### src/verilog/can_pkg.sv
package can_pkg;

	// ============================================================
	// Frame field lengths
	// ============================================================

	localparam int unsigned len_id_a = 11;          // Base identifier
	localparam int unsigned len_id_b = 18;          // Identifier extension
	localparam int unsigned len_dlc = 4;
	localparam int unsigned len_crc = 15;
	localparam int unsigned len_eof = 7;

	// Third intermission bit may already be the next start of frame
	localparam int unsigned len_intermission = 2;

	localparam int unsigned len_stuff_run = 5;      // Equal bits before a stuff bit
	localparam int unsigned len_recovery = 11;      // Recessive bits ending error recovery
	localparam int unsigned max_data_bytes = 8;     // DLC values above 8 read as 8

	// x^15 + x^14 + x^10 + x^8 + x^7 + x^4 + x^3 + 1
	localparam logic [14:0] crc_polynomial = 15'h4599;

	// ============================================================
	// Parser states in bus order
	// ============================================================

	typedef enum logic [4:0] {
		idle          = 5'd0,
		id_a          = 5'd1,   // First stuffed field
		srr_rtr       = 5'd2,   // SRR or RTR, known only after IDE
		ide           = 5'd3,
		id_b          = 5'd4,
		rtr           = 5'd5,
		reserved1     = 5'd6,
		reserved0     = 5'd7,
		dlc           = 5'd8,
		data          = 5'd9,   // Last field in the CRC
		crc           = 5'd10,  // Last stuffed field
		crc_delimiter = 5'd11,
		ack_slot      = 5'd12,
		ack_delimiter = 5'd13,
		eof           = 5'd14,
		intermission  = 5'd15,
		recovery      = 5'd16
	} parser_state_t;

	typedef enum logic [1:0] {
		error_stuff = 2'd0,
		error_form  = 2'd1,
		error_crc   = 2'd2,
		error_ack   = 2'd3
	} error_kind_t;

	// Identifier word, base part sent first
	typedef struct packed {
		logic [len_id_a-1:0] base;
		logic [len_id_b-1:0] ext;    // Zero in base frames
	} can_id_parts_t;

	typedef union packed {
		logic [len_id_a+len_id_b-1:0] full;    // 29-bit extended identifier
		can_id_parts_t part;
	} can_id_t;

endpackage

### src/verilog/can_destuffer.sv
module can_destuffer (
	input  logic clock,
	input  logic reset,
	input  logic rx_bit,
	input  logic sample_point,
	input  logic stuff_enable,     // High over the stuffed fields
	output logic bit_valid,
	output logic bit_value,
	output logic stuff_error
);

	// ============================================================
	// Bit history
	// ============================================================

	logic [can_pkg::len_stuff_run-1:0] history;    // Newest bit in LSB
	logic run_equal;                                // Last five bits identical
	logic stuff_bit;

	// Every sampled bit enters, stuff bits too
	always_ff @(posedge clock or posedge reset)
	begin
		if (reset)
			history <= 5'b10101;    // Alternating, no run at start
		else if (sample_point)
			history <= {history[can_pkg::len_stuff_run-2:0], rx_bit};
	end

	// ============================================================
	// Stuff detection
	// ============================================================

	assign run_equal = (&history) | ~(|history);

	// Opposite level after a run
	assign stuff_bit = sample_point & stuff_enable & run_equal & (rx_bit != history[0]);

	// Sixth equal bit
	assign stuff_error = sample_point & stuff_enable & run_equal & (rx_bit == history[0]);

	assign bit_valid = sample_point & ~stuff_bit;   // Stuff bits dropped
	assign bit_value = rx_bit;

endmodule

### src/verilog/can_crc15.sv
module can_crc15 (
	input  logic        clock,
	input  logic        reset,
	input  logic        crc_clear,    // Held while parser idles
	input  logic        crc_shift,    // One destuffed bit
	input  logic        bit_value,
	output logic [14:0] crc_value
);

	logic feedback;

	// Incoming bit against the MSB
	assign feedback = bit_value ^ crc_value[14];

	// ============================================================
	// CRC-15 shift register
	// ============================================================

	always_ff @(posedge clock or posedge reset)
	begin
		if (reset)
			crc_value <= '0;
		else if (crc_clear)
			crc_value <= '0;
		else if (crc_shift)
		begin
			if (feedback)
				crc_value <= {crc_value[13:0], 1'b0} ^ can_pkg::crc_polynomial;
			else
				crc_value <= {crc_value[13:0], 1'b0};
		end
	end

endmodule

### src/verilog/can_frame_parser.sv
module can_frame_parser (
	input  logic                   clock,
	input  logic                   reset,
	input  logic                   rx_bit,         // Raw level for unstuffed fields
	input  logic                   sample_point,
	input  logic                   bit_valid,      // Destuffed bit strobe
	input  logic                   bit_value,
	input  logic                   stuff_error,
	input  logic [14:0]            crc_value,      // Locally computed CRC
	output logic                   stuff_enable,
	output logic                   crc_clear,
	output logic                   crc_shift,
	output logic                   frame_valid,
	output logic                   frame_error,
	output can_pkg::error_kind_t   error_kind,
	output can_pkg::can_id_t       can_id,
	output logic                   extended,
	output logic                   remote,
	output logic [3:0]             dlc,
	output logic [8*can_pkg::max_data_bytes-1:0] data
);

	can_pkg::parser_state_t state;
	can_pkg::parser_state_t state_next;
	can_pkg::error_kind_t error_code;

	logic [5:0] bit_count;              // Shared by every field
	logic stuffed_field;
	logic count_step;                   // Current field takes a bit
	logic count_clear;
	logic sof;
	logic frame_done;
	logic error_hit;
	logic srr_rtr_bit;                  // Held until IDE tells SRR from RTR
	logic [can_pkg::len_crc-1:0] crc_rx;
	logic [3:0] dlc_shifted;
	logic [3:0] dlc_capped;
	logic [6:0] data_last;              // Index of the last data bit

	// ============================================================
	// Strobes toward destuffer and CRC
	// ============================================================

	assign stuffed_field = (state >= can_pkg::id_a) && (state <= can_pkg::crc);
	assign stuff_enable = stuffed_field;
	assign crc_clear = (state == can_pkg::idle);
	assign crc_shift = bit_valid && (state >= can_pkg::id_a) && (state <= can_pkg::data);

	assign count_step = stuffed_field ? bit_valid : sample_point;
	assign sof = (state == can_pkg::idle) && sample_point && !rx_bit;

	assign dlc_shifted = {dlc[2:0], bit_value};    // DLC with the incoming bit
	assign dlc_capped = (dlc > can_pkg::max_data_bytes) ? 4'(can_pkg::max_data_bytes) : dlc;
	assign data_last = {dlc_capped, 3'b000} - 7'd1;

	// ============================================================
	// Next state and error detection
	// ============================================================

	always_comb
	begin
		state_next = state;
		error_hit = 1'b0;
		error_code = can_pkg::error_form;
		frame_done = 1'b0;
		count_clear = 1'b0;
		if (stuffed_field && stuff_error)
		begin
			error_hit = 1'b1;
			error_code = can_pkg::error_stuff;
		end
		else if (count_step)
		begin
			case (state)
			can_pkg::idle:
				if (!rx_bit)
					state_next = can_pkg::id_a;    // Start of frame
			can_pkg::id_a:
				if (bit_count == can_pkg::len_id_a - 1)
					state_next = can_pkg::srr_rtr;
			can_pkg::srr_rtr:
				state_next = can_pkg::ide;
			can_pkg::ide:
				if (bit_value && !srr_rtr_bit)
					error_hit = 1'b1;              // Dominant SRR
				else if (bit_value)
					state_next = can_pkg::id_b;
				else
					state_next = can_pkg::reserved0;
			can_pkg::id_b:
				if (bit_count == can_pkg::len_id_b - 1)
					state_next = can_pkg::rtr;
			can_pkg::rtr:
				state_next = can_pkg::reserved1;
			can_pkg::reserved1:
				state_next = can_pkg::reserved0;
			can_pkg::reserved0:
				state_next = can_pkg::dlc;
			can_pkg::dlc:
				if (bit_count == can_pkg::len_dlc - 1)
				begin
					// Remote frames and DLC 0 carry no data
					if (remote || dlc_shifted == 4'd0)
						state_next = can_pkg::crc;
					else
						state_next = can_pkg::data;
				end
			can_pkg::data:
				if ({1'b0, bit_count} == data_last)
					state_next = can_pkg::crc;
			can_pkg::crc:
				if (bit_count == can_pkg::len_crc - 1)
					state_next = can_pkg::crc_delimiter;
			can_pkg::crc_delimiter:
				if (!rx_bit)
					error_hit = 1'b1;
				else
					state_next = can_pkg::ack_slot;
			can_pkg::ack_slot:
				if (rx_bit)
				begin
					error_hit = 1'b1;              // No receiver acknowledged
					error_code = can_pkg::error_ack;
				end
				else
					state_next = can_pkg::ack_delimiter;
			can_pkg::ack_delimiter:
				if (crc_rx != crc_value)
				begin
					error_hit = 1'b1;
					error_code = can_pkg::error_crc;
				end
				else if (!rx_bit)
					error_hit = 1'b1;
				else
					state_next = can_pkg::eof;
			can_pkg::eof:
				if (!rx_bit)
					error_hit = 1'b1;
				else if (bit_count == can_pkg::len_eof - 1)
				begin
					frame_done = 1'b1;
					state_next = can_pkg::intermission;
				end
			can_pkg::intermission:
				if (!rx_bit)
					error_hit = 1'b1;
				else if (bit_count == can_pkg::len_intermission - 1)
					state_next = can_pkg::idle;
			can_pkg::recovery:
				if (!rx_bit)
					count_clear = 1'b1;            // Run of recessive bits broken
				else if (bit_count == can_pkg::len_recovery - 1)
					state_next = can_pkg::idle;
			default:
				state_next = can_pkg::idle;
			endcase
		end
		if (error_hit)
			state_next = can_pkg::recovery;
	end

	// ============================================================
	// State, bit counter and strobes
	// ============================================================

	always_ff @(posedge clock or posedge reset)
	begin
		if (reset)
		begin
			state <= can_pkg::idle;
			bit_count <= '0;
			frame_valid <= 1'b0;
			frame_error <= 1'b0;
			error_kind <= can_pkg::error_stuff;
		end
		else
		begin
			state <= state_next;
			frame_valid <= frame_done;
			frame_error <= error_hit;
			if (error_hit)
				error_kind <= error_code;          // Kept until the next error
			if (state_next != state || count_clear)
				bit_count <= '0;                   // Each field counts from zero
			else if (count_step)
				bit_count <= bit_count + 6'd1;
		end
	end

	// ============================================================
	// Frame fields
	// ============================================================

	always_ff @(posedge clock or posedge reset)
	begin
		if (reset)
		begin
			can_id <= '0;
			extended <= 1'b0;
			remote <= 1'b0;
			dlc <= '0;
			data <= '0;
		end
		else if (sof)
		begin
			can_id <= '0;
			extended <= 1'b0;
			remote <= 1'b0;
			dlc <= '0;
			data <= '0;
		end
		else if (bit_valid)
		begin
			case (state)
			can_pkg::id_a:
				can_id.part.base <= {can_id.part.base[can_pkg::len_id_a-2:0], bit_value};
			can_pkg::ide:
			begin
				extended <= bit_value;
				if (!bit_value)
					remote <= srr_rtr_bit;         // Base frame RTR
			end
			can_pkg::id_b:
				can_id.part.ext <= {can_id.part.ext[can_pkg::len_id_b-2:0], bit_value};
			can_pkg::rtr:
				remote <= bit_value;               // Extended frame RTR
			can_pkg::dlc:
				dlc <= dlc_shifted;
			can_pkg::data:
				data <= {data[8*can_pkg::max_data_bytes-2:0], bit_value};
			default:
				;
			endcase
		end
	end

	// Bits consumed by the parser only
	always_ff @(posedge clock)
	begin
		if (bit_valid && state == can_pkg::srr_rtr)
			srr_rtr_bit <= bit_value;
		if (bit_valid && state == can_pkg::crc)
			crc_rx <= {crc_rx[can_pkg::len_crc-2:0], bit_value};
	end

endmodule

### src/verilog/can_decoder.sv
module can_decoder (
	input  logic                   clock,
	input  logic                   reset,
	input  logic                   rx_bit,         // 1 is recessive
	input  logic                   sample_point,
	output logic                   frame_valid,
	output logic                   frame_error,
	output can_pkg::error_kind_t   error_kind,
	output can_pkg::can_id_t       can_id,
	output logic                   extended,
	output logic                   remote,
	output logic [3:0]             dlc,
	output logic [8*can_pkg::max_data_bytes-1:0] data
);

	logic bit_valid;
	logic bit_value;
	logic stuff_error;
	logic stuff_enable;
	logic crc_clear;
	logic crc_shift;
	logic [14:0] crc_value;

	// ============================================================
	// Destuffer feeding CRC and parser
	// ============================================================

	can_destuffer u_destuffer (
		.clock        (clock),
		.reset        (reset),
		.rx_bit       (rx_bit),
		.sample_point (sample_point),
		.stuff_enable (stuff_enable),
		.bit_valid    (bit_valid),
		.bit_value    (bit_value),
		.stuff_error  (stuff_error)
	);

	can_crc15 u_crc15 (
		.clock     (clock),
		.reset     (reset),
		.crc_clear (crc_clear),
		.crc_shift (crc_shift),
		.bit_value (bit_value),
		.crc_value (crc_value)
	);

	can_frame_parser u_parser (
		.clock        (clock),
		.reset        (reset),
		.rx_bit       (rx_bit),
		.sample_point (sample_point),
		.bit_valid    (bit_valid),
		.bit_value    (bit_value),
		.stuff_error  (stuff_error),
		.crc_value    (crc_value),
		.stuff_enable (stuff_enable),
		.crc_clear    (crc_clear),
		.crc_shift    (crc_shift),
		.frame_valid  (frame_valid),
		.frame_error  (frame_error),
		.error_kind   (error_kind),
		.can_id       (can_id),
		.extended     (extended),
		.remote       (remote),
		.dlc          (dlc),
		.data         (data)
	);

endmodule

### config.mk
export PLATFORM = sky130hd
export DESIGN_NAME = can_decoder
export DESIGN_NICKNAME = d
export VERILOG_FILES = /design/src/verilog/can_pkg.sv /design/src/verilog/can_destuffer.sv /design/src/verilog/can_crc15.sv /design/src/verilog/can_frame_parser.sv /design/src/verilog/can_decoder.sv
export SDC_FILE = /design/constraint.sdc
export NUM_CORES = 1
export LEC_CHECK = 0
export BUFFER_PORTS_ARGS = -buffer_cell sky130_fd_sc_hd__buf_2
export CORE_AREA = 2 2 169 88
export DETAILED_ROUTE_END_ITERATION = 7
export DIE_AREA = 0 0 171 90
export PLACE_DENSITY = 0.8
export SLEW_MARGIN = 20
export SYNTH_ARGS = -nofsm -noshare
export SYNTH_HDL_FRONTEND = slang
export SYNTH_SLANG_ARGS = --single-unit
### constraint.sdc
create_clock -name clock -period 4 [get_ports clock]
set_input_delay 0.2 -clock clock [delete_from_list [all_inputs] [get_ports clock]]
set_output_delay 0.2 -clock clock [all_outputs]
set_load 0.005 [all_outputs]
# [After elaboration in Yosys (flattened, before gate mapping)]
# Cells that the tools add are included.
[word_totals] regBits=150
[classes] n_addsub=2 magnitude_cmp=4 n_eq_ne=28 n_mux=67 n_bitwise=10 reduce_logical=33
[op_table] operator="two-way mux 64 bit" count=3
[op_table] operator="two-way mux 5 bit" count=20
[op_table] operator="case mux 5 bit (17 select lines)" count=1
[op_table] operator="two-way mux 29 bit" count=2
[op_table] operator="two-way mux 15 bit" count=3
[op_table] operator="equality test 5 x 4 -> 1 bit (second input constant)" count=8
[op_table] operator="two-way mux 1 bit" count=21
[op_table] operator="equality test 5 x 3 -> 1 bit (second input constant)" count=4
[op_table] operator="two-way mux 18 bit" count=1
[op_table] operator="two-way mux 4 bit" count=4
[op_table] operator="nonzero test 2 bit" count=8
[op_table] operator="inequality test 15 bit" count=1
[op_table] operator="equality test 6 x 4 -> 1 bit (second input constant)" count=2
[op_table] operator="two-way mux 2 bit" count=6
[op_table] operator="two-way mux 6 bit" count=2
[op_table] operator="two-way mux 11 bit" count=1
[op_table] operator="equality test 5 x 2 -> 1 bit (second input constant)" count=2
[op_table] operator="less-or-equal comparator 5 x 4 -> 1 bit (second input constant)" count=2
[op_table] operator="AND reduction 2 bit" count=5
[op_table] operator="logical AND 1 bit" count=9
[op_table] operator="equality test 6 x 7 -> 1 bit" count=1
[op_table] operator="inverter 7 bit" count=1
[op_table] operator="subtractor 7 x 1 -> 7 bit (second input constant)" count=1
[op_table] operator="adder 6 x 1 -> 6 bit (second input constant)" count=1
[op_table] operator="other kinds (28)" count=35

# [Logic depth before layout (Yosys ltp)]
# Gate-level depths: netlist of run 1.
[depth] word_depth=14 depth_mapped=10 depth_no_buf=10

# [Cells and area by module]
# Synthesis of run 1 repeated with hierarchy kept, for this count alone.
[unflattened] hier_cells=770 area_unflattened_um2=7143.1
[modules_own_cells] module="can_frame_parser" instances=1 cells_per_inst=677 area_per_inst_um2=6142.1 seq_area_each_um2=3333.2
[modules_own_cells] module="can_crc15" instances=1 cells_per_inst=72 area_per_inst_um2=737.0 seq_area_each_um2=375.4
[modules_own_cells] module="can_destuffer" instances=1 cells_per_inst=21 area_per_inst_um2=264.0 seq_area_each_um2=128.9

# [Least setup slack after synthesis of run 1]
# Ideal clock, no wire load.
[synth_timing] kind="reg2reg" startpoint="register u_parser.dlc[3]" endpoint="register u_parser.bit_count[1]" setup_ps=87 arrival_time_ps=2230 required_ps=3913 path_slack_ps=1683 stages_incl_launch_ff=11 n_path_buf=0 path_cell_list="dfrtp_1 > inv_1 > nand2_1 > ha_1 > xor2_1 > nand3_1 > nor4_1 > nor3_1 > o311ai_1 > nand4_2 > a211oi_2"
[synth_between] elab_chain_cells=12 word_cells_on_any_way=13
[synth_rtl] element="from (decl)" line="can_frame_parser.sv:19" rtl="output logic [3:0] dlc,"
[synth_rtl] element="from (signal assigned)" line="can_frame_parser.sv:229" rtl="dlc <= dlc_shifted;"
[synth_rtl] element="greater-than comparator 4 bit" line="can_frame_parser.sv:53" rtl="assign dlc_capped = (dlc > can_pkg::max_data_bytes) ? 4'(can_pkg::max_data_bytes) : dlc;"
[synth_rtl] element="two-way mux 4 bit (*)" line="can_frame_parser.sv:53"
[synth_rtl] element="subtractor 7 x 1 -> 7 bit (*)" line="can_frame_parser.sv:54" rtl="assign data_last = {dlc_capped, 3'b000} - 7'd1;"
[synth_rtl] element="equality test 6 x 7 -> 1 bit (*)" line="can_frame_parser.sv:109" rtl="if ({1'b0, bit_count} == data_last)"
[synth_rtl] element="two-way mux 5 bit (*)" line="can_frame_parser.sv:109"
[synth_rtl] element="case mux 5 bit (17 select lines) (*)" line="can_frame_parser.sv:74" rtl="case (state)"
[synth_rtl] element="two-way mux 5 bit (*)" line="can_frame_parser.sv:72" rtl="else if (count_step)"
[synth_rtl] element="two-way mux 5 bit (*)" line="can_frame_parser.sv:67" rtl="if (stuffed_field && stuff_error)"
[synth_rtl] element="two-way mux 5 bit (*)" line="can_frame_parser.sv:159" rtl="if (error_hit)"
[synth_rtl] element="inequality test 5 bit (*)" line="can_frame_parser.sv:184" rtl="if (state_next != state || count_clear)"
[synth_rtl] element="logical OR 1 bit (*)" line="can_frame_parser.sv:184"
[synth_rtl] element="two-way mux 6 bit or nonzero test 2 bit (tied branches)"
[synth_rtl] element="to (signal assigned)" line="can_frame_parser.sv:187" rtl="bit_count <= bit_count + 6'd1;"
[synth_rtl] element="to (decl)" line="can_frame_parser.sv:27" rtl="logic [5:0] bit_count;"
# Mark *: on every way between the ends. The rest lies on a longest branch, timed or not.
# A chain may end at the register's enable or synchronous reset.

# [Final worst setup path of run 1]
[layout_timing] startpoint="register u_parser.state[2]" endpoint="register u_parser.can_id[21] in the netlist's numbering"
[layout_between] elab_chain_cells=9 word_cells_on_any_way=16
[layout_rtl] element="from (decl)" line="can_frame_parser.sv:23" rtl="can_pkg::parser_state_t state;"
[layout_rtl] element="from (signal assigned)" line="can_frame_parser.sv:171" rtl="state <= can_pkg::idle;"
[layout_rtl] element="from (signal assigned)" line="can_frame_parser.sv:179" rtl="state <= state_next;"
[layout_rtl] element="greater-or-equal comparator 5 x 1 -> 1 bit or less-or-equal comparator 5 x 4 -> 1 bit (tied branches)" line="can_frame_parser.sv:44" rtl="assign stuffed_field = (state >= can_pkg::id_a) && (state <= can_pkg::crc);"
[layout_rtl] element="logical AND 1 bit" line="can_frame_parser.sv:44"
[layout_rtl] element="AND 1 bit (3 in a row)" line="can_destuffer.sv:36" rtl="assign stuff_bit = sample_point & stuff_enable & run_equal & (rx_bit != history[0]);"
[layout_rtl] element="inverter 1 bit" line="can_destuffer.sv:41" rtl="assign bit_valid = sample_point & ~stuff_bit;"
[layout_rtl] element="AND 1 bit" line="can_destuffer.sv:41"
[layout_rtl] element="nonzero test 2 bit (no line)"
[layout_rtl] element="AND reduction 2 bit (no line)"
[layout_rtl] element="to (decl)" line="can_frame_parser.sv:16" rtl="output can_pkg::can_id_t can_id,"
# Several ways; a longest one is shown, not always the timed one.

==> results of run 1 <==
==> per-stage QoR <==
stage          hold WS, ns  worst slack, ns  instances
2_1_floorplan       0.2989           0.2222        751
6_report            0.1748           0.9287       1045
4_1_cts             0.1695           0.9674       1045
3_3_place_gp        0.3613            1.166       1012
3_5_place_dp        0.3632            1.024       1012
5_1_grt             0.1953           0.6790       1045
==> routing by layer <==
metal  vias to the layer above  wire length (um)  share of wire  track usage
met4                         0               131         0.0076      0.05508
met1                      2789              8779           0.51       0.3774
met2                       231              6973           0.41       0.3024
met3                        18              1303          0.076      0.06429
met5                         -                 0              0            0
li1                       2723                 -              -            -
==> Yosys cell counts, drive strengths merged, types with 2 or more instances <==
master	number
nor4b	2
nor4	4
or3	2
mux2i	16
a22oi	3
a21oi	111
nor3	8
a32o	2
xnor2	26
clkbuf	10
nor2	40
or2	3
dfrtp	131
and2	5
dfstp	3
o32ai	2
a32oi	3
nand3	9
edfxtp	16
buf	41
a211oi	8
o21ai	18
xor2	5
nand2	205
or2b	2
nand4	11
mux2	5
o211ai	2
a21o	2
ha	4
nand2b	3
nand3b	2
and4	3
nor3b	4
nor2b	5
a31oi	3
o31ai	2
and3	5
inv	14
==> cell type report <==
cell class	instances	area share
clock buffer	17	0.05134
clock inverter	15	0.01857
inverter	14	0.006947
multi-input combinational	536	0.3576
sequential	150	0.4632
tap	198	0.02990
timing repair buffer	115	0.07249
==> placed cells by master (no fill, tap or decap), types with 5 or more instances in the layout <==
| cell | n |
|---|---|
| sky130_fd_sc_hd__dfrtp_1 | 131 |
| sky130_fd_sc_hd__mux2_2 | 5 |
| sky130_fd_sc_hd__buf_2 | 106 |
| sky130_fd_sc_hd__nor2_1 | 39 |
| sky130_fd_sc_hd__mux2i_1 | 15 |
| sky130_fd_sc_hd__clkbuf_16 | 17 |
| sky130_fd_sc_hd__xnor2_1 | 26 |
| sky130_fd_sc_hd__xor2_1 | 5 |
| sky130_fd_sc_hd__buf_4 | 8 |
| sky130_fd_sc_hd__nor3_1 | 6 |
| sky130_fd_sc_hd__o21ai_0 | 16 |
| sky130_fd_sc_hd__inv_8 | 5 |
| sky130_fd_sc_hd__nand4_1 | 10 |
| sky130_fd_sc_hd__a21oi_1 | 111 |
| sky130_fd_sc_hd__inv_1 | 13 |
| sky130_fd_sc_hd__nand2_1 | 204 |
| sky130_fd_sc_hd__inv_6 | 6 |
| sky130_fd_sc_hd__nor2b_1 | 5 |
| sky130_fd_sc_hd__edfxtp_1 | 16 |
| sky130_fd_sc_hd__nand3_1 | 9 |
==> cell families after synthesis <==
kind of cell,Yosys count,share of synthesized area
multiplexers,21,0.03210
AND/OR/NAND/NOR,317,0.2022
buffers and inverters,65,0.04789
XOR/XNOR,31,0.03806
flip-flops,150,0.5380
AO/OA/AOI/OAI,163,0.1347
adder cells (fa/ha/maj),4,0.007017
==> final timing paths <==
| check | cells after the start | end | startpoint |
|---|---|---|---|
| max | 6 | u_parser.can_id[21]$_DFFE_PP0P_ | u_parser.state[2]$_DFF_PP0_ |
| min | 2 | u_parser.error_kind[0]$_DFFE_PP0N_ | sample_point |
| max reg2reg | 6 | u_parser.can_id[21]$_DFFE_PP0P_ | u_parser.state[2]$_DFF_PP0_ |
| min reg2reg | 0 | u_parser.crc_rx[4]$_DFFE_PP_ | u_parser.crc_rx[3]$_DFFE_PP_ |
| max in group asynchronous | 4 | u_destuffer.history[0]$_DFFE_PP1P_ | reset |
| min in group asynchronous | 3 | u_parser.bit_count[5]$_DFFE_PP0P_ | reset |
==> repair_timing <==
| item | CTS | global route |
|---|---|---|
| gates resized for setup | 0 | 0 |
| hold buffers | 1 | 0 |
| endpoints found under the setup margin | 0 | 0 |
| endpoints found under the hold margin | 72 | 0 |
==> flip-flops by register name (all words and copies together), names as in the netlist <==
| signal | flops |
|---|---|
| u_crc15.crc_value | 15 |
| u_destuffer.history | 5 |
| u_parser.bit_count | 6 |
| u_parser.can_id | 29 |
| u_parser.crc_rx | 15 |
| u_parser.data | 64 |
| u_parser.dlc | 4 |
| u_parser.error_kind | 2 |
| u_parser.extended | 1 |
| u_parser.frame_error | 1 |
| u_parser.frame_valid | 1 |
| u_parser.remote | 1 |
| u_parser.srr_rtr_bit | 1 |
| u_parser.state | 5 |
==> power by group <==
group | switching, uW | total [uW] | internal [uW]
combinational | 746 | 1190 | 442
clock | 722 | 1560 | 835
sequential | 237 | 1920 | 1680
total | 1710 | 4670 | 2960
==> metrics.md, run 1 <==
| Metric | Value |
|---|---|
| Via Count | `5761` |
| Number of buffers inserted to repair setup after CTS | `0` |
| Wire length of the first global-routing pass | `28390 um` |
| Port Buffer Count | `106` |
| TritonCTS clock tree | `built` |
| CP Buf/Inv Count | `0` |
| Total power after layout | `4666 uW` |
| Die Height | `90 um` |
| Global placer's final weighted congestion | `0.9921` |
| Total number of H-tree levels | `4` |
| Critical path, cell by cell | `nor4_4, a211oi_2, a31oi_4, nand3_1, mux2i_1, nor2_1` |
| Actual transition at the worst max-transition pin | `0.8925 ns` |
| Clock slew seen by the registers of the worst setup and hold paths | `0.07 ns` |
| Drt total wl | `17190 um` |
| Netlist cell types | `68` |
| Clk Latency, worst-skew pair | `0.42 ns` |
| Finish-stage setup viols | `0` |
| WL/cell | `16.45 um` |
| Kind of start point of the critical path | `flop` |
| Footprint of the multi-input gates | `2963 um^2` |
| Power density relative to cell area | `563.1 nW/um^2` |
| Mean post-synth cell area | `9.498 um^2` |
| Remaining antenna violation count | `0` |
| X dimension of the die | `171 um` |
| TritonCTS buffer count | `17` |
| Critical path capture point type | `flop` |
| Core area | `14040 um^2` |
| Fin util | `0.5901` |
| Sequential area share after synthesis | `0.5380` |
| Filler instances | `1177` |
| Number of antenna violations at the first check in global routing | `0` |
| Sequential cell area | `3837 um^2` |
| Run status | `complete, no violations` |
| Total count of hold-check failures in the final report | `0` |
| Async set-or-reset flop fraction in the synthesized netlist | `0.8933` |
| Max Cap Viol | `0` |
| Cell area reported after detailed placement | `7696 um^2` |
| Syn nets | `759` |
| Io pins | `107` |
| Worst hold path class | `input pin to flop` |
| Row count | `31` |
| Largest net degree at the start of global routing | `77` |
| Critical Path RT | `4.29 ns` |
| Mapped Cells | `751` |
| Area fraction of the dominant cell type after synthesis | `0.4596` |
| Router iterations before antenna repair | `6` |
| Fraction of layout cells with a size suffix above 1 | `0.2184` |
| Overall die area | `15390 um^2` |
| # clock sinks | `150` |
| Maximum vdd drop | `0.3110 mV` |
| Cell family with the largest share of critical-path delay | `simple AND/OR/NAND/NOR gates` |
| Count of nets after finishing | `842` |
| Post-synthesis instance area | `7133 um^2` |
| EDFF count, synth | `16` |
| Setup CP Type | `flop to flop` |
| Top cells by area in the synthesized netlist | `sky130_fd_sc_hd__dfrtp_1 46%, sky130_fd_sc_hd__nand2_1 11%, sky130_fd_sc_hd__a21oi_1 7.8%` |
| Setup repair after global routing missed its margin | `no` |
| Yosys synthesis warning count | `0` |
| Vias per cell | `5.513` |
| Max stage delay cell, worst path | `sky130_fd_sc_hd__dfrtp_1` |
| Cell type with the highest aggregate area in the netlist | `sky130_fd_sc_hd__dfrtp_1` |
| Starting density of the core | `0.5080` |
| Shortest period the worst path allows | `3.071 ns` |
| Maximum frequency from static timing analysis | `0.3256 GHz` |
| Remaining global-route overflow | `0` |
| Number of global-route vias before repair | `5299` |
| Number of buffers between clock root and the deepest sink | `2` |
| Number of synthesized register bits | `150` |
| Post-Layout Inst Area | `8285 um^2` |
| Final total negative setup slack | `0 ns` |
| Root buffer cell | `sky130_fd_sc_hd__clkbuf_16` |
| Slew margin rel. | `0.4008` |
| DRC violation count after routing | `0` |
| Combined global-route utilization of all metal layers | `0.2328` |
| Leakage Power | `0.003827 uW` |
| Area growth syn-to-layout | `16.16%` |
| Worst-case clock skew | `0.01125 ns` |
| Data arrival, critical path | `3.36 ns` |
| Antenna fix cells | `0` |
| Period Utilization, post-route | `0.7678` |
| Most common flop cell mapped by yosys | `sky130_fd_sc_hd__dfrtp_1` |
| Delay of the slowest cell on the worst path | `0.65 ns` |
| DP HPWL | `11590 um` |
| Largest fanout on the critical path | `23` |
| Final Max Tran Viols | `0` |
| Violation count after the first detailed-route iteration | `735` |
| Setup slack of the worst register-to-register path | `0.93 ns` |
Power figures use the tool's default switching activity.
==> run 2: changes to the inputs <==
--- a/config.mk
+++ b/config.mk
@@ -5,6 +5,7 @@
 export SDC_FILE = /design/constraint.sdc
 export NUM_CORES = 1
 export LEC_CHECK = 0
+export ABC_AREA = 1
 export BUFFER_PORTS_ARGS = -buffer_cell sky130_fd_sc_hd__buf_2
 export CORE_AREA = 2 2 169 88
 export DETAILED_ROUTE_END_ITERATION = 7
==> constraint.sdc (replaced) <==
create_clock -name clock -period 2.6 [get_ports clock]
set_input_delay 0.13 -clock clock [delete_from_list [all_inputs] [get_ports clock]]
set_output_delay 0.13 -clock clock [all_outputs]
set_load 0.005 [all_outputs]
==> run 2 against run 1 <==
Clock skew rose by 0.0029 ns. Critical path depth rose by 15. Register-to-register slack got worse by 0.92 ns. Worst hold slack got worse by 0.13 ns. Power rose by 68%. Setup slack got worse by 0.92 ns. Die area did not move. Combinational power rose by 120%. Flip-flop and latch count did not move. Highest routed layer unchanged. Global-route usage rose by 2.1 points.
==> metrics.md, run 2 <==
| Metric | Value |
|---|---|
| Shortest period the worst path allows | `2.588 ns` |
| Fin util | `0.6184` |
| Top-count cell post-synth | `sky130_fd_sc_hd__nand2_1` |
| Delay of the slowest cell on the worst path | `0.40 ns` |
| Max stage delay cell, worst path | `sky130_fd_sc_hd__dfrtp_1` |
| Worst hold margin | `0.04942 ns` |
| Number of antenna violations at the first check in global routing | `0` |
| Run status | `complete, no violations` |
| Root buffer cell | `sky130_fd_sc_hd__clkbuf_16` |
| Net switching power | `3112 uW` |
| DRC violation count after routing | `0` |
| Worst-case setup margin in the final layout | `0.01217 ns` |
| Remaining antenna violation count | `0` |
| Drt total wl | `19530 um` |
| Via Count | `6428` |
| Internal | `4716 uW` |
| Sequential group share of total power | `0.369` |
| Kind of start point of the critical path | `flop` |
| Data arrival, critical path | `2.95 ns` |
| TritonCTS clock tree | `built` |
| Flip-flop count of the largest register after layout | `64` |
| Starting density of the core | `0.5042` |
| Hold Crit Start | `sample_point` |
| Router iterations before antenna repair | `5` |
| Top cells by area in the synthesized netlist | `sky130_fd_sc_hd__dfrtp_1 46%, sky130_fd_sc_hd__nand2_1 15%, sky130_fd_sc_hd__nand3_1 7.8%` |
| Number of global-route vias before repair | `5795` |
| Overall die area | `15390 um^2` |
| Most common flop cell mapped by yosys | `sky130_fd_sc_hd__dfrtp_1` |
| Largest fanout on the critical path | `6` |
| Post-synthesis instance area | `7079 um^2` |
| Clock slew seen by the registers of the worst setup and hold paths | `0.07 ns` |
| Netlist cell types | `42` |
| Leakage Power | `0.004661 uW` |
| Port Buffer Count | `106` |
| Finish-stage setup viols | `0` |
| Worst hold path stage count | `3` |
| Critical Path RT | `2.96 ns` |
| Combinational group share of total power | `0.327` |
| Total number of H-tree levels | `4` |
| Number of buffers between clock root and the deepest sink | `2` |
| Yosys synthesis warning count | `0` |
| Row count | `31` |
| Worst reg2reg path endpoint | `u_parser.bit_count[4]$_DFFE_PP0P_` |
| Actual transition at the worst max-transition pin | `0.6491 ns` |
| X dimension of the die | `171 um` |
| Ranking of synthesized cells by instance count | `291 x sky130_fd_sc_hd__nand2_1, 131 x sky130_fd_sc_hd__dfrtp_1, 111 x sky130_fd_sc_hd__nand3_1` |
| CP dominant cell by count | `sky130_fd_sc_hd__nand2_1` |
| Syn nets | `868` |
| Endpoint with the worst hold slack | `u_destuffer.history[2]$_DFFE_PP1P_` |
| Cell type with the highest aggregate area in the netlist | `sky130_fd_sc_hd__dfrtp_1` |
| Global placer's final weighted congestion | `0.9776` |
| Mean post-synth cell area | `8.232 um^2` |
| WL/cell | `16.36 um` |
| Area growth syn-to-layout | `22.66%` |
| Most frequent standard cell in the layout excluding fill and tap cells | `sky130_fd_sc_hd__nand2_1` |
| Critical path capture point type | `flop` |
| Antenna fix cells | `0` |
| Number of synthesized register bits | `150` |
| Worst-case clock skew | `0.01412 ns` |
| Register bank with the most flops | `u_parser.data` |
| Maximum frequency from static timing analysis | `0.3864 GHz` |
| FF-to-FF path depth | `21` |
| Slew margin rel. | `0.5663` |
| Mapped Cells | `860` |
| Clk network pwr share | `0.304` |
| Worst Setup Slack post-DPL | `0.04941 ns` |
| # clock sinks | `150` |
| Final Max Tran Viols | `0` |
| Wire length of the first global-routing pass | `30680 um` |
| Async set-or-reset flop fraction in the synthesized netlist | `0.8933` |
| Worst hold path class | `input pin to flop` |
| Sw frac | `0.3975` |
| Die Height | `90 um` |
| Total count of hold-check failures in the final report | `0` |
| Total power after layout | `7827 uW` |
| Vias per cell | `5.384` |
| Setup slack of the worst register-to-register path | `0.01 ns` |
| Power density relative to cell area | `901.4 nW/um^2` |
| Max Cap Viol | `0` |
| Largest net degree at the start of global routing | `89` |
| Sequential area share after synthesis | `0.5421` |
| Fraction of layout cells with a size suffix above 1 | `0.2299` |
| Core area | `14040 um^2` |
| Violation count after the first detailed-route iteration | `618` |
| Setup CP Type | `flop to flop` |
| Maximum vdd drop | `0.6505 mV` |
| Period Utilization, post-route | `0.9953` |
| Remaining global-route overflow | `0` |
| Count of nets after finishing | `991` |
| Top flop regs | `u_parser.data (64), u_parser.can_id (29)` |
| Top library cells by usage in the layout, fill and taps aside | `285 x sky130_fd_sc_hd__nand2_1, 129 x sky130_fd_sc_hd__dfrtp_1, 110 x sky130_fd_sc_hd__nand3_1` |
| Area fraction of the dominant cell type after synthesis | `0.4631` |
| Combined global-route utilization of all metal layers | `0.2540` |
| Critical path, cell by cell | `nor2_2, nand2_1, nand2_2, nand2_2, ha_4, nor2_1, nor2_1, nand3_1, nor2_2, a21oi_1, a21oi_1, nand2_1, nand2_1, nand2_1, nand2_1, nand2_1, nand2_1, nand2_1, inv_2, nand3_4, nor2_2` |
| EDFF count, synth | `16` |
| Io pins | `107` |
| Clk Latency, worst-skew pair | `0.43 ns` |
| Launching point of the worst reg2reg path | `u_parser.dlc[1]$_DFFE_PP0P_` |
| DP HPWL | `13180 um` |
| TritonCTS buffer count | `17` |
## run 2: changes by cell type after synthesis, moves of 14 or more
cell,change
sky130_fd_sc_hd__mux2i_1,-14
sky130_fd_sc_hd__nor2_1,+21
sky130_fd_sc_hd__buf_2,-22
sky130_fd_sc_hd__a21oi_1,-95
sky130_fd_sc_hd__inv_1,+50
sky130_fd_sc_hd__xnor2_1,-23
sky130_fd_sc_hd__nand2_1,+86
sky130_fd_sc_hd__nand3_1,+102
sky130_fd_sc_hd__o21ai_0,+35
## run 2: metal layers
metal  up-vias  GRT usage  wire (um)
li1       3024          -          -
met1      3046     0.3985       9048
met2       318     0.3427       8087
met3        40    0.07486       2106
met4         0    0.05720        291
met5         -          0          0
## run 2: layout make-up
class,count,area [um^2]
clock inverter,14,135.1
timing repair buffer,138,823.3
tap,198,247.7
multi-input combinational,598,2900
sequential,150,3840
clock buffer,18,429.2
fill,1197,5358
inverter,78,307.8
## run 2: what timing repair did
action                                  CTS  global route
hold buffers                              1             0
endpoints found under the hold margin    27             0
endpoints found under the setup margin    0             6
resized for setup                         0            29
buffers inserted                          0             9
## run 2: stage by stage
step                instance area, um^2  TNS [ns]  std cells
finish                             8683         0       1194
global route                       8683   -0.8025       1194
CTS                                8499         0       1184
detailed placement                 7925         0       1151
global placement                   7925         0       1151
floorplan                          7083         0        860
## run 2: worst max-delay path: cells and delay by family (launching register included)
family / cells / cell delay, ns
and+or+nand+nor: 17 / 1.56
DFF: 1 / 0.40
adders and majority gates: 1 / 0.27
AOI/OAI and AO/OA: 2 / 0.20
buffers and inverters: 1 / 0.08
## run 2: logic make-up after synthesis
logic type / Yosys count / share of synthesized area
simple gates: 495 / 0.3005
flops: 150 / 0.5421
buf+inv: 113 / 0.06610
compound gates: 83 / 0.06557
xor+xnor: 14 / 0.01732
fa+ha+maj: 4 / 0.007070
mux: 1 / 0.001414
## run 2: worst max-delay path by stage
| stage | startpoint | to | slack (ns) | cells past startpoint |
|---|---|---|---|---|
| final | u_parser.dlc[1]$_DFFE_PP0P_ | u_parser.bit_count[4]$_DFFE_PP0P_ | 0.01 | 21 |
| after global routing | u_parser.dlc[1]$_DFFE_PP0P_ | u_parser.bit_count[4]$_DFFE_PP0P_ | -0.16 | 19 |
| after CTS | u_parser.dlc[1]$_DFFE_PP0P_ | u_parser.bit_count[3]$_DFFE_PP0P_ | 0.008 | 19 |
| after detailed placement | u_parser.state[1]$_DFF_PP0_ | u_parser.bit_count[3]$_DFFE_PP0P_ | 0.05 | 13 |
| after global placement | u_parser.state[1]$_DFF_PP0_ | u_parser.bit_count[1]$_DFFE_PP0P_ | 0.17 | 16 |
| after floorplan | u_parser.state[1]$_DFF_PP0_ | u_parser.crc_rx[0]$_DFFE_PP_ | 0.22 | 9 |
## run 2: power groups by stage
stage	Combinational, uW	Sequential [uW]	Clock, uW
2_1_floorplan	1580	2860	0
3_3_place_gp	2250	2910	0
3_5_place_dp	2280	2910	0
4_1_cts	2300	2870	2400
5_1_grt	2810	2920	2500
6_report	2560	2890	2380
==> run 3: changes to the inputs <==
--- a/config.mk
+++ b/config.mk
@@ -7,11 +7,12 @@
 export LEC_CHECK = 0
 export ABC_AREA = 1
 export BUFFER_PORTS_ARGS = -buffer_cell sky130_fd_sc_hd__buf_2
-export CORE_AREA = 2 2 169 88
+export CORE_AREA = 2 2 171 89
 export DETAILED_ROUTE_END_ITERATION = 7
-export DIE_AREA = 0 0 171 90
+export DIE_AREA = 0 0 173 91
 export PLACE_DENSITY = 0.8
 export SLEW_MARGIN = 20
 export SYNTH_ARGS = -nofsm -noshare
 export SYNTH_HDL_FRONTEND = slang
+export SYNTH_HIERARCHICAL = 1
 export SYNTH_SLANG_ARGS = --single-unit
==> run 3 against run 2 <==
Critical endpoint is now u_parser/bit_count[2]$_DFFE_PP0P_. First-iteration DRC count grew 16%. Utilization up 2.0 points. Worst hold slack worse by 0.032 ns. Register-to-register slack worse by 0.05 ns. Highest routed layer unchanged. Sequential share of layout area down 1.8 points. Final cell count is 5.2% higher. The run now ends with setup timing left.
==> metrics.md, run 3 <==
| Metric | Value |
|---|---|
| Row count | `31` |
| CP Buf/Inv Count | `5` |
| Filler instances | `1193` |
| Shortest period the worst path allows | `2.634 ns` |
| Worst-case setup margin in the final layout | `-0.03351 ns` |
| WL/cell | `15.76 um` |
| Vias per cell | `5.256` |
| Number of synthesized register bits | `150` |
| Hold Crit Start | `sample_point` |
| # clock sinks | `150` |
| Mapped Cells | `891` |
| DP HPWL | `14050 um` |
| Flip-flop count of the largest register after layout | `64` |
| Drt total wl | `19790 um` |
| Critical path capture point type | `flop` |
| Cell type with the highest aggregate area in the netlist | `sky130_fd_sc_hd__dfrtp_1` |
| Actual transition at the worst max-transition pin | `0.7603 ns` |
| Violations in the final reports | `setup timing` |
| Starting density of the core | `0.5117` |
| Setup CP Type | `flop to flop` |
| Launching point of the worst reg2reg path | `u_parser/state[4]$_DFF_PP0_` |
| Number of antenna violations at the first check in global routing | `0` |
| Wire length of the first global-routing pass | `31720 um` |
| Slew margin rel. | `0.4921` |
| Remaining global-route overflow | `0` |
| Worst hold margin | `0.01723 ns` |
| Max Cap Viol | `0` |
| Total count of hold-check failures in the final report | `0` |
| Endpoint with the worst hold slack | `u_destuffer/history[2]$_DFFE_PP1P_` |
| DRC violation count after routing | `0` |
| Final Max Tran Viols | `0` |
| Period Utilization, post-route | `1.013` |
| Max stage delay cell, worst path | `sky130_fd_sc_hd__dfrtp_1` |
| Data arrival, critical path | `2.99 ns` |
| Router iterations before antenna repair | `5` |
| Top library cells by usage in the layout, fill and taps aside | `165 x sky130_fd_sc_hd__nand2_1, 128 x sky130_fd_sc_hd__dfrtp_1, 127 x sky130_fd_sc_hd__inv_1` |
| Port Buffer Count | `106` |
| Io pins | `107` |
| Root buffer cell | `sky130_fd_sc_hd__clkbuf_16` |
| Largest net degree at the start of global routing | `61` |
| Top flop regs | `u_parser/data (64), u_parser/can_id (29)` |
| Area fraction of the dominant cell type after synthesis | `0.4513` |
| Finish-stage setup viols | `6` |
| Count of nets after finishing | `1053` |
| Core area | `14200 um^2` |
| Total number of H-tree levels | `4` |
| Combined global-route utilization of all metal layers | `0.2549` |
| Fraction of synthesized area in multiplexers | `0` |
| Netlist cell types | `37` |
| Worst hold path stage count | `3` |
| Cell family with the largest share of critical-path delay | `simple AND/OR/NAND/NOR gates` |
| Most common flop cell mapped by yosys | `sky130_fd_sc_hd__dfrtp_1` |
| Area growth syn-to-layout | `24.75%` |
| Total power after layout | `8709 uW` |
| Violation count after the first detailed-route iteration | `718` |
| Cell total after placement | `1208` |
| Overall die area | `15740 um^2` |
| Setup repair after global routing missed its margin | `yes` |
| FF-to-FF path depth | `26` |
| Via Count | `6601` |
| Final total negative setup slack | `-0.06803 ns` |
| Leakage Power | `0.004793 uW` |
| Share of synthesized cell area in and, or, nand and nor gates | `0.2504` |
| Global placer's final weighted congestion | `0.9936` |
| Kind of start point of the critical path | `flop` |
| Die Height | `91 um` |
| Yosys synthesis warning count | `6` |
| Clock slew seen by the registers of the worst setup and hold paths | `0.07 ns` |
| Maximum vdd drop | `0.5863 mV` |
| Top cells by area in the synthesized netlist | `sky130_fd_sc_hd__dfrtp_1 45%, sky130_fd_sc_hd__nand2_1 8.6%, sky130_fd_sc_hd__inv_1 6.8%` |
| Async set-or-reset flop fraction in the synthesized netlist | `0.8933` |
| Power density relative to cell area | `961.0 nW/um^2` |
| EDFF count, synth | `16` |
| Number of standard cells in the final layout excluding fillers | `1256` |
| Post-synthesis compound-gate area fraction | `0.1106` |
| Top-count cell post-synth | `sky130_fd_sc_hd__nand2_1` |
| Antenna fix cells | `0` |
| Remaining antenna violation count | `0` |
| Mean post-synth cell area | `8.153 um^2` |
| TritonCTS clock tree | `built` |
| Post-synthesis instance area | `7264 um^2` |
| Delay of the slowest cell on the worst path | `0.42 ns` |
| Worst-case clock skew | `0.01271 ns` |
| Main combinational cell family by area after synthesis | `simple AND/OR/NAND/NOR gates` |
| Setup slack of the worst register-to-register path | `-0.03 ns` |
| Ranking of synthesized cells by instance count | `167 x sky130_fd_sc_hd__nand2_1, 131 x sky130_fd_sc_hd__dfrtp_1, 131 x sky130_fd_sc_hd__inv_1` |
| Number of global-route vias before repair | `5828` |
| Run status | `finished, violations left` |
| Most frequent standard cell in the layout excluding fill and tap cells | `sky130_fd_sc_hd__nand2_1` |
| Critical Path RT | `2.96 ns` |
| X dimension of the die | `173 um` |
| Maximum frequency from static timing analysis | `0.3797 GHz` |
| Worst reg2reg path endpoint | `u_parser/bit_count[2]$_DFFE_PP0P_` |
| Worst Setup Slack post-DPL | `-0.03489 ns` |
| Largest fanout on the critical path | `6` |
| Fraction of layout cells with a size suffix above 1 | `0.2401` |
| Worst hold path class | `input pin to flop` |
| Adder-cell share of the synthesized area | `0.006889` |
| Register bank with the most flops | `u_parser/data` |
| Xor/xnor share of the synthesized area | `0.008440` |
| Clk Latency, worst-skew pair | `0.42 ns` |
| CP dominant cell by count | `sky130_fd_sc_hd__nand2_2` |
| Sequential area share after synthesis | `0.5282` |
| Number of buffers between clock root and the deepest sink | `2` |
| Syn nets | `899` |
| TritonCTS buffer count | `17` |
## run 3: changes by cell type in the layout (fill, tap and decap cells not counted), sizes merged, moves of 6 or more
cell	before	now
inv	83	145
nor2	70	123
o22ai	1	23
nand3	114	98
buf	137	165
nand2	296	177
xor2	11	5
o21ai	52	101
## run 3: how the worst max path moves through the flow
stage | startpoint | end | slack [ns] | cells past startpoint
final | u_parser/state[4]$_DFF_PP0_ | u_parser/bit_count[2]$_DFFE_PP0P_ | -0.03 | 26
after global routing | u_parser/state[4]$_DFF_PP0_ | u_parser/bit_count[2]$_DFFE_PP0P_ | -0.25 | 26
after CTS | u_parser/state[2]$_DFF_PP0_ | u_parser/bit_count[0]$_DFFE_PP0P_ | 0.003 | 22
after detailed placement | u_parser/state[1]$_DFF_PP0_ | u_parser/bit_count[0]$_DFFE_PP0P_ | -0.03 | 22
after global placement | u_parser/state[4]$_DFF_PP0_ | u_parser/bit_count[5]$_DFFE_PP0P_ | 0.04 | 24
after floorplan | u_parser/state[1]$_DFF_PP0_ | u_parser/can_id[19]$_DFFE_PP0P_ | 0.01 | 18
## run 3: power breakdown
part | leakage (uW) | internal, uW | switching, uW
Clock | 0.000303 | 1390 | 1160
Combinational | 0.00251 | 1190 | 1960
Sequential | 0.00198 | 2700 | 305
## run 3: tightest hold or removal path, cell delays in order
cell and delay, ns:
sky130_fd_sc_hd__buf_2 0.17, sky130_fd_sc_hd__nand2_1 0.08, sky130_fd_sc_hd__nand2_1 0.05
## run 3: layout make-up
class	instances	area [um^2]	share of cell area
multi-input cells	571	2818	0.3109
inverters	139	533.0	0.05882
repair buffers	166	999.7	0.1103
clock buffers	17	425.4	0.04694
well taps	198	247.7	0.02734
clock inverters	15	197.7	0.02181
flip-flops and latches	150	3841	0.4239
## run 3: what timing repair did
item	CTS	global route
resized for setup	5	20
endpoints found under the hold margin	51	0
hold buffers	1	0
endpoints found under the setup margin	6	109
pin swaps	1	18
setup buffers	1	14
## run 3: per-layer routing
metal	GRT usage	part of all wire
met5	0	0
met4	0.06356	0.0098
met3	0.05863	0.094
met2	0.3240	0.39
met1	0.4233	0.51
## run 3: kinds of logic after synthesis
| family | count (synthesis) |
|---|---|
| adders and majority gates | 4 |
| AOI/OAI and AO/OA | 146 |
| and+or+nand+nor | 414 |
| DFF | 150 |
| xor gates and xnor gates | 7 |
| buffers and inverters | 170 |
## run 3: through the flow
stage / util / cell area (um^2)
final: 0.6384 / 9062
after global routing: 0.6384 / 9062
after CTS: 0.6262 / 8890
after detailed placement: 0.5798 / 8230
after global placement: 0.5798 / 8230
after floorplan: - / 7278
